$ cat config.mk
export PLATFORM = sky130hd
export DESIGN_NAME = mem_op_decode
export DESIGN_NICKNAME = d
export VERILOG_FILES = /design/src/rtl/dmem_pkg.sv /design/src/rtl/mem_op_decode.sv
export VERILOG_INCLUDE_DIRS = /design/src /design/src/rtl
export SDC_FILE = /design/constraint.sdc
export NUM_CORES = 1
export LEC_CHECK = 0
export ABC_AREA = 1
export ABC_CLOCK_PERIOD_IN_PS = 1900
export BUFFER_PORTS_ARGS = -buffer_cell sky130_fd_sc_hd__buf_2
export CORE_AREA = 4 4 51 53
export DETAILED_ROUTE_END_ITERATION = 16
export DIE_AREA = 0 0 55 57
export GPL_TIMING_DRIVEN = 1
export PLACE_DENSITY = 0.93
export SETUP_SLACK_MARGIN = 0.1
export SYNTH_ARGS = -nofsm -noshare
export SYNTH_HDL_FRONTEND = slang
export SYNTH_SLANG_ARGS = --single-unit
$ cat constraint.sdc
create_clock -name vclk -period 1.9
set_input_delay 0 -clock vclk [all_inputs]
set_output_delay 0 -clock vclk [all_outputs]
set_load 0.02 [all_outputs]
$ cat src/rtl/dmem_config.svh
`ifndef DMEM_CONFIG_SVH
`define DMEM_CONFIG_SVH

// data word width
`define DMEM_WORD_BITS 32

// bytes per word, also the number of banks
`define DMEM_WORD_BYTES 4

`define DMEM_LOG_WORD_BYTES 2

// 1 KiB in total, 256 bytes per bank
`define DMEM_LOG_MEM_BYTES 10

`endif

$ cat src/rtl/dmem_pkg.sv
`include "dmem_config.svh"

package dmem_pkg;

	typedef logic [`DMEM_WORD_BITS-1:0] word_t;
	typedef logic [7:0] byte_t;
	typedef logic [31:0] addr_t;

	// access bytes minus one
	typedef logic [`DMEM_LOG_WORD_BYTES-1:0] size_t;

	typedef logic [2:0] width_code_t;

	// codes 3, 6 and 7 are illegal
	typedef enum logic [2:0] {
		FUNCT3_B  = 3'd0,
		FUNCT3_H  = 3'd1,
		FUNCT3_W  = 3'd2,
		FUNCT3_BU = 3'd4,
		FUNCT3_HU = 3'd5
	} funct3_e;

endpackage

$ cat src/rtl/mem_op_decode.sv
`timescale 1ns/10ps
`include "dmem_config.svh"

module mem_op_decode (
	input  logic                    req_valid,
	input  logic                    req_store,
	input  dmem_pkg::width_code_t   funct3,
	input  dmem_pkg::word_t         base,
	input  dmem_pkg::word_t         offset,
	output logic                    mem_enable,
	output logic                    mem_write,
	output dmem_pkg::addr_t         mem_addr,
	output dmem_pkg::size_t         mem_size,
	output logic                    load_signed,
	output logic                    load_issue,
	output logic                    req_error
);

	dmem_pkg::word_t sum;
	logic legal;

	always_comb begin
		mem_size = '0;
		load_signed = 1'b0;
		legal = 1'b0;
		case (dmem_pkg::funct3_e'(funct3))
			dmem_pkg::FUNCT3_B: begin
				mem_size = 2'd0;
				load_signed = 1'b1;
				legal = 1'b1;
			end
			dmem_pkg::FUNCT3_H: begin
				mem_size = 2'd1;
				load_signed = 1'b1;
				legal = 1'b1;
			end
			dmem_pkg::FUNCT3_W: begin
				mem_size = 2'd3;
				legal = 1'b1;
			end
			dmem_pkg::FUNCT3_BU: begin
				mem_size = 2'd0;
				legal = !req_store; // no unsigned stores
			end
			dmem_pkg::FUNCT3_HU: begin
				mem_size = 2'd1;
				legal = !req_store;
			end
			default: begin
				legal = 1'b0;
			end
		endcase
	end

	assign sum = base + offset;

	// wraps modulo the memory size
	assign mem_addr = dmem_pkg::addr_t'(sum[`DMEM_LOG_MEM_BYTES-1:0]);

	assign mem_enable = req_valid && legal;
	assign mem_write = req_store;
	assign load_issue = req_valid && legal && !req_store;
	assign req_error = req_valid && !legal;

endmodule

-- Yosys cells after proc, flatten, opt, wreduce, memory -nomap -nowiden
Cells that the tools add are included.
- $add $sub $neg: 1
- eq/ne operators: 4
- multiplexer cells: 3
- reductions and logical operators: 10
- operators with widths (operator ; number):
    10-bit adder ; 1
    3-bit equality test (second input constant) ; 2
    2-bit OR reduction ; 3
    2-bit one-hot mux with 2 select lines ; 1
    3-bit by 1-bit equality test with 1-bit output (second input constant) ; 1
    3-bit by 2-bit equality test with 1-bit output (second input constant) ; 1
    1-bit logical AND ; 3
    3-bit logical NOT ; 1
    3-bit OR reduction ; 1
    1-bit logical NOT ; 2
    1-bit one-hot mux with 2 select lines ; 1
    1-bit 2-to-1 mux ; 1
- bits in registers: 0
- output and inout port bits: 39
- word-level logic and storage cells: 18

-- Longest topological paths before layout
- depth after elaboration: 5
- gate-level depth with buffers: 9
- depth with buffers taken out: 9

-- Worst setup path after synthesis
No wires, ideal clock.
- kind: input port to output port
- start point: input offset[0]
- end point: output mem_addr[4]
- arrival: 1.186 ns
- required time: 1.900 ns
- slack: 0.714 ns
- cell stages on the path: 5
- buffers on the path: 0
- cells stage by stage: ha_1 -> inv_1 -> fa_1 -> o21ai_2 -> xor2_1
- cells in the longest elaborated chain, start to end: 1
- ends and longest elaborated chain (element ; RTL line ; RTL):
    from (decl) ; mem_op_decode.sv:9 ; input dmem_pkg::word_t offset,
    10-bit adder ; mem_op_decode.sv:55 ; assign sum = base + offset;
    to (decl) ; mem_op_decode.sv:12 ; output dmem_pkg::addr_t mem_addr,
Every way passes these cells.

-- Final worst setup path
- start point: input offset[0]
- end point: output mem_addr[8]
Same word-level chain as after synthesis.

==> reports/results.txt <==
Outcome = finished clean
DR DRC count = 0
CP max stage cell = fa_1
Crit path largest cell delay = 420 ps
Bufs and invs on worst path = 3
Layout cell share with drive strength beyond 1 = 27.3%
Router iterations before antenna repair = 4
Seq cells = 0
Mapped cell area = 698 um^2
Min cycle time layout = 1380 ps
Post-Synthesis Cells = 121
Layout Area Growth over Synthesis = 21.7%
YS warnings = 0
Die area = 3140 um^2
Cell variety after synth = 17
HP Class = input pin to output port
Critical-path maximum fanout = 3
Req. time, crit path = 1900 ps
Worst vdd rail ir drop = 0.177 mV
Final period util = 72.6%
Setup Fix Bufs, Post-CTS = 0
Share of the yosys chip area belonging to registers = 0%
Initial antenna violation count = 0
Static leakage = 0.582 nW
First-pass GRT wire length = 2100 um
HPWL Detailed = 1440 um
Critical setup path kind = input pin to output port
Top Ports = 108
Hold EP = mem_write
Nets = 242
Routed WL = 1480 um
Core area = 2150 um^2
Fin util = 39.5%
Initial core utilization = 32.5%
Final Max Tran Viols = 0
Total grt overflow = 0
PostCTS Resize Cnt = 0
Fillers = 247
Final setup viols = 0
WL/cell = 7.85 um
Largest net degree at the start of global routing = 6
Hold buffer count at CTS = 0
Synthesized area per cell = 5.77 um^2
Number of diodes = 0
DR vias/cell = 4.01
Layout clock buffer count = 0
Total track usage = 8.15%
Final hold violations = 0
CP delay by family, top = adder cells
# Max-Cap Violations = 0
Cell mode on critical path = nand2_1
Hold_sp = req_store
RSZ-0062 raised after global routing = false
FMAX = 725 MHz
Crit path launch type = input pin
WHS Path Cells = 2
TNS Setup = 0 ps
Via count = 757
Kind of end point of the critical path = output port
Antenna-violating nets left = 0
Number of core rows = 17
PwrDens = 370 nW/um^2
Drt initial violations = 7
Die width = 55 um
IO buf count = 42
Crit-path cells = buf_2 > ha_1 > inv_1 > fa_1 > o21ai_2 > nand2_1 > nand2_1 > nand2_1 > nand2_1 > buf_2
Arrival @ worst endpoint = 1380 ps
Die Y = 57 um
Vias in the first global route = 611
Routability congestion estimate = 0.799
Reg area = 0 um^2
-- metal layers --
| metal | up-vias | track usage (%) | share of wire, % |
|---|---|---|---|
| met5 | - | 0 | 0 |
| met4 | 0 | 0 | 0 |
| met3 | 0 | 1.04 | 17 |
| met2 | 39 | 17.4 | 51 |
| met1 | 310 | 8.19 | 32 |
| li1 | 408 | - | - |
-- layout make-up --
cell class	count	area, um^2	area share [%]
Inverter	18	67.6	7.95
Tap cell	28	35.0	4.12
Timing Repair Buffer	42	210	24.7
Multi-Input combinational cell	101	537	63.2
-- cells by family (layout without fill, tap and decap cells) --
| logic type | Yosys count | count (layout) | share of synthesized area, % |
|---|---|---|---|
| simple gates | 56 | 56 | 32.8 |
| buf+inv | 41 | 60 | 34.4 |
| compound gates | 8 | 8 | 6.99 |
| other cells | 1 | 22 | 0.537 |
| xor+xnor | 5 | 5 | 6.27 |
| fa+ha+maj | 10 | 10 | 19.0 |
-- worst max-delay path by stage --
| stage | start | to | slack [ps] | cells past startpoint |
|---|---|---|---|---|
| final | offset[0] | mem_addr[8] | 520 | 10 |
| after global routing | offset[0] | mem_addr[8] | 400 | 10 |
| after CTS | offset[0] | mem_addr[8] | 510 | 10 |
| after detailed placement | offset[0] | mem_addr[8] | 500 | 10 |
| after global placement | offset[0] | mem_addr[8] | 530 | 10 |
| after floorplan | offset[0] | mem_addr[4] | 710 | 5 |
-- power breakdown --
group          leakage, nW  total (mW)  internal [mW]  switching, mW
logic                0.582       0.315          0.107          0.208
clock network            0           0              0              0
registers                0           0              0              0
total                0.582       0.315          0.107          0.208
-- Yosys cell counts --
master    instances  area (um^2)
inv_1            18         67.6
nand3_1           6         30.0
fa_1              1         20.0
nor3_1            2         10.0
xor2_1            4         35.0
o21bai_1          1         7.51
nor2_1           11         41.3
nand4_1           1         6.26
a21oi_1           5         25.0
nand3_2           1         10.0
o21ai_2           1         8.76
buf_4            23          173
nand2_1          35          131
xnor2_1           1         8.76
o21a_1            1         7.51
conb_1            1         3.75
ha_1              9          113
-- cell usage in the layout (no fill, tap or decap) --
cell	Yosys	routed
buf_2	0	42
nand2_1	35	35
conb_1	1	22
inv_1	18	18
nor2_1	11	11
ha_1	9	9
nand3_1	6	6
a21oi_1	5	5
xor2_1	4	4
nor3_1	2	2
nand4_1	1	1
o21a_1	1	1
o21ai_2	1	1
nand3_2	1	1
xnor2_1	1	1
o21bai_1	1	1
fa_1	1	1
-- metrics by stage --
step	setup WS, ps	power, mW	std cells	hold slack [ps]	area (um^2)
5_1_grt	403	0.353	189	264	850
6_report	521	0.315	189	250	850
4_1_cts	506	0.318	189	253	850
2_1_floorplan	714	0.262	142	74.9	777
3_5_place_dp	505	0.318	189	251	850
3_3_place_gp	526	0.314	189	252	850
Note: power is estimated with default switching activity, not from simulation.
