`src/rtl/dmem_config.svh`:
```
`ifndef DMEM_CONFIG_SVH
`define DMEM_CONFIG_SVH

// data word width
`define DMEM_WORD_BITS 32

// bytes per word, also the number of banks
`define DMEM_WORD_BYTES 4

`define DMEM_LOG_WORD_BYTES 2

// 1 KiB in total, 256 bytes per bank
`define DMEM_LOG_MEM_BYTES 10

`endif

```
`src/rtl/dmem_pkg.sv`:
```
`include "dmem_config.svh"

package dmem_pkg;

	typedef logic [`DMEM_WORD_BITS-1:0] word_t;
	typedef logic [7:0] byte_t;
	typedef logic [31:0] addr_t;

	// access bytes minus one
	typedef logic [`DMEM_LOG_WORD_BYTES-1:0] size_t;

	typedef logic [2:0] width_code_t;

	// codes 3, 6 and 7 are illegal
	typedef enum logic [2:0] {
		FUNCT3_B  = 3'd0,
		FUNCT3_H  = 3'd1,
		FUNCT3_W  = 3'd2,
		FUNCT3_BU = 3'd4,
		FUNCT3_HU = 3'd5
	} funct3_e;

endpackage

```
`src/rtl/load_extend.sv`:
```
`timescale 1ns/10ps
`include "dmem_config.svh"

module load_extend (
	input  logic                    clk,
	input  logic                    reset,
	input  logic                    load_issue,
	input  dmem_pkg::size_t         size,
	input  logic                    load_signed,
	input  dmem_pkg::word_t         read_word,
	output logic                    load_valid,
	output dmem_pkg::word_t         load_data
);

	dmem_pkg::size_t size_q;
	logic signed_q;
	logic fill;

	// lines up with the bank read data
	always_ff @(posedge clk) begin
		if (reset) begin
			load_valid <= 1'b0;
			size_q <= '0;
			signed_q <= 1'b0;
		end else begin
			load_valid <= load_issue;
			size_q <= size;
			signed_q <= load_signed;
		end
	end

	assign fill = signed_q && read_word[{size_q, 3'b111}]; // top kept bit

	always_comb begin
		for (int b = 0; b < `DMEM_WORD_BYTES; b++) begin
			if (b <= int'(size_q)) begin
				load_data[b*8 +: 8] = read_word[b*8 +: 8];
			end else begin
				load_data[b*8 +: 8] = {8{fill}};
			end
		end
	end

endmodule

```
`config.mk`:
```
export PLATFORM = sky130hd
export DESIGN_NAME = load_extend
export DESIGN_NICKNAME = d
export VERILOG_FILES = /design/src/rtl/dmem_pkg.sv /design/src/rtl/load_extend.sv
export VERILOG_INCLUDE_DIRS = /design/src /design/src/rtl
export SDC_FILE = /design/constraint.sdc
export NUM_CORES = 1
export LEC_CHECK = 0
export BUFFER_PORTS_ARGS = -buffer_cell sky130_fd_sc_hd__buf_2
export CAP_MARGIN = 20
export CORE_MARGIN = 2
export CORE_UTILIZATION = 31
export DETAILED_ROUTE_END_ITERATION = 8
export PLACE_DENSITY = 0.8
export SYNTH_ARGS = -nofsm -noshare
export SYNTH_HDL_FRONTEND = slang
export SYNTH_SLANG_ARGS = --single-unit
```
`constraint.sdc`:
```
create_clock -name clk -period 1.4 [get_ports clk]
set_input_delay 0.21 -clock clk [delete_from_list [all_inputs] [get_ports clk]]
set_output_delay 0.21 -clock clk [all_outputs]
set_load 0.05 [all_outputs]
```
Word level (Yosys, flattened, before mapping)
Index checks and enable logic that the tools add are counted.
{"block": "word_totals", "in_bits": 38, "register_bits": 4, "out_inout_bits": 33}
{"block": "classes", "order_cmp": 4, "reduce_logical": 1, "muxes": 5}
{"operator": "8-bit two-way mux", "n": 3}
{"operator": "5-bit by 6-bit less-than comparator with 1-bit output (second input constant)", "n": 1}
{"operator": "2-bit <= comparator (first input constant)", "n": 2}
{"operator": "1-bit binary-select mux with 2-bit select", "n": 1}
{"operator": "1-bit by 2-bit <= comparator with 1-bit output (first input constant)", "n": 1}
{"operator": "1-bit logical AND", "n": 1}
{"operator": "1-bit two-way mux", "n": 1}

Longest topological paths before layout
{"block": "logic_depth", "word_depth": 4, "mapped_depth": 4, "depth_no_buf": 2}

Least setup slack after synthesis
Ideal clock, no wire load.
{"block": "synth_timing", "path_kind": "register to output", "start": "register size_q[0]", "end": "output port load_data[24]", "slack_ps": -273, "arrival_time_ps": 1463, "n_path_buf": 2, "t_required_ps": 1190, "path_stages_with_launch": 5, "cell_sequence": "dfxtp_1 > buf_6 > nand2b_4 > buf_6 > o211ai_1"}
{"block": "synth_via", "elab_chain_cells": 4, "word_cells_on_any_way": 5, "cone_classes": "order compare: 1; mux: 3; reduce/logical: 1"}
{"element": "start: declaration", "line": "load_extend.sv:15", "rtl": "dmem_pkg::size_t size_q;"}
{"element": "start signal: assignment", "line": "load_extend.sv:27", "rtl": "size_q <= size;"}
{"element": "1-bit binary-select mux with 2-bit select", "line": "load_extend.sv:32", "rtl": "assign fill = signed_q && read_word[{size_q, 3'b111}];"}
{"element": "1-bit two-way mux (implied by the code)", "line": "load_extend.sv:32"}
{"element": "1-bit logical AND", "line": "load_extend.sv:32"}
{"element": "8-bit two-way mux *", "line": "load_extend.sv:36", "rtl": "if (b <= int'(size_q)) begin"}
{"element": "end: declaration", "line": "load_extend.sv:12", "rtl": "output dmem_pkg::word_t load_data"}
Every way passes the cells marked *; elsewhere a longest branch is shown, timed or not. The select of a mux whose other input is x is not followed.

Worst setup path after layout
{"block": "layout_timing", "start": "register size_q[0]", "end": "output port load_data[20]"}
Same word-level chain as after synthesis.

==> impl_results.md <==
* Clock Sinks at 4
* Final core utilization at 70.1%
* Worst-path clk slew at about 0.04 ns
* Min-Delay Path Class: input pin to flop
* Seq/Total Area, Yosys at around 15%
* Async set-reset flop share out of synthesis at 0%
* Dpl hpwl at 1.27 mm
* Final setup vio count at 24
* Final min period at roughly 1.5 ns
* # rows at 15
* Placed Instances at about 140
* Worst-Margin Slew at about 0.27 ns
* Synthesized area at ~550 um^2
* Crit path DAT at about 1.3 ns
* Crit. End Element: output port
* # DRC at 0
* Vias per std cell at around 5.3
* Synthesized area per cell at 7.15 um^2
* Cell family with most CP delay: flip-flops
* Dpl ws at -0.0123 ns
* Vias at a little under 800
* Area growth from synthesis to layout at 115%
* Yosys top cell area share at 14.5%
* IO buf count at 56
* Cts hold-fix bufs at 0
* Core area at roughly 0.0017 mm^2
* Inserted Clock Buffers at 3
* Yosys cell types at 15
* Status: finished, violations left
* DIE HEIGHT at between 40 and 50 um
* Post-synth EDFFs at 0
* Diode count at 0
* Vias in the first global route at 670
* Global-route wire length before repair at ~2.8 mm
* Max_slew headroom at 81.8%
* Category of the worst setup path launch point: flop
* Worst path max stage delay at approximately 0.4 ns
* Synth Net Count at approximately 120
* Critical path class: flop to output port
* Commonest cells in the netlist: nand2_1, o21ai_1, buf_4, nand3_1, o211ai_1
* DIE AREA at ~0.0021 mm^2
* Final nets at about 170
* Final Cell Area at about 0.0012 mm^2
* Max Clk Rate at between 600 and 700 MHz
* CP Buf/Inv Count at 2
* Initial antenna violation count at 0
* Clock buffer depth at 2
* Yosys reg bits at 4
* Top area cells in the synthesized netlist: dfxtp_1, buf_4, nand2_1
* Ys flop type: dfxtp_1
* Routability Congestion at about 0.6
* Max Cap Violations at 0
* IO Pins at 71
* Yosys top cell by area: dfxtp_1
* Most common cell in the netlist: nand2_1
* Worst IR drop on VDD at around 500 uV
* Critical-path cell list: mux2i_4 -> buf_12 -> o21ai_2 -> buf_6
* Post-route worst setup slack at -0.122 ns
* Cells after Synth at between 70 and 80
* Die width at 46.1 um
* Hold Path Depth at 2
* Initial DRC Count at 1
* Fin crit share at 109%
* GRT Overall Usage at between 15 and 20%
* Starting Density at around a third
* Slowest cell on crit path: dfxtp_4
* CTS root buffer: clkbuf_4
* Ys Warns at 0
* Worst hold endpoint: size_q[0]$_SDFF_PP0_
* DR pass1 iterations at 4
* CTS tree: built
* WL/cell at ~14 um
* Cell area after placement at between 800 and 900 um^2
* Final hold viol count at 0
* Post-Layout Cell Count at around 150
* Clock H-tree levels at 1
* GRT overflow at 0
* Failing checks: negative setup slack
* Worst Path Max Fanout at 8
* Max-slew violation count at 0
* Required time of the worst setup path at roughly 1.2 ns
* ANT nets after route at 0
* Tot Pwr at between 0.0008 and 0.0009 W
* Pin count of the biggest net entering global routing at 10
* Routed Wire Length at 2.10 mm
* PwrDens at 707 mW/mm^2
* Unrepaired setup endpoints after global routing: yes
* Hold Crit Start: reset
* Leak at between 0.5 and 0.6 nW
* Share of layout cells above drive strength 1 at 76.7%
[power by group]
part	internal (W)	switching [W]	total [W]	leakage, nW
clock network	0.0000960	0.0000492	0.000145	0.0138
registers	0.000120	0.0000116	0.000131	0.0348
logic	0.000219	0.000341	0.000561	0.502
total	0.000435	0.000402	0.000837	0.550
[stage by stage]
step                TNS (ns)  hold slack (ns)
global placement           0            0.411
detailed placement   -0.0703            0.420
CTS                    -1.36            0.161
global route           -2.98            0.166
floorplan              -3.47            0.282
finish                 -1.66            0.170
[final cells by class]
type / instances / area, um^2
clock buffers: 3 / 22.5
fillers: 129 / 504
multi-input cells: 58 / 546
flip-flops and latches: 4 / 88.8
well taps: 17 / 21.3
repair buffers: 64 / 507
[cells by family (layout without fill, tap and decap cells)]
kind of cell           after synthesis  in the layout  share of synthesized area, %
muxes                                2              2                          8.18
buffers and inverters               15             67                          20.7
AOI/OAI and AO/OA                   24             24                          25.5
DFF                                  4              4                          14.5
and+or+nand+nor                     32             32                          31.1
[worst max path at each step]
stage | slack (ns) | from | endpoint | depth (start not counted)
after floorplan | -0.27 | size_q[0]$_SDFF_PP0_ | load_data[24] | 4
after global placement | 0.03 | size_q[0]$_SDFF_PP0_ | load_data[22] | 3
after detailed placement | -0.01 | size_q[1]$_SDFF_PP0_ | load_data[25] | 3
after CTS | -0.11 | size_q[0]$_SDFF_PP0_ | load_data[20] | 3
after global routing | -0.18 | size_q[1]$_SDFF_PP0_ | load_data[25] | 3
final | -0.12 | size_q[0]$_SDFF_PP0_ | load_data[20] | 4
[layer usage]
metal	GRT usage, %	vias up	wire length (um)
met4	9.14	0	79
li1	-	374	-
met3	4.31	6	99
met1	17.4	357	755
met2	35.8	35	1170
met5	0	-	0
[repair_timing]
| action | in CTS | in global routing |
|---|---|---|
| setup endpoints to repair | 24 | 24 |
| pin swaps | 9 | 1 |
| setup buffers | 0 | 1 |
| gates resized for setup | 71 | 28 |
| gates cloned | 0 | 0 |
[sequential cells by signal (all words and copies together) (netlist names)]
name / flops
size_q: 2
load_valid: 1
signed_q: 1
[layout by cell type, fill, tap and decap left out, drive strengths merged]
master,netlist,final
nand2b,2,2
clkbuf,0,3
nor2b,4,4
buf,15,64
mux2i,2,2
dfxtp,4,4
nand2,16,16
nand4b,1,1
o21ai,16,16
nand3,8,8
nand4bb,1,1
o211ai,8,8
Note: power is estimated with default switching activity, not from simulation.
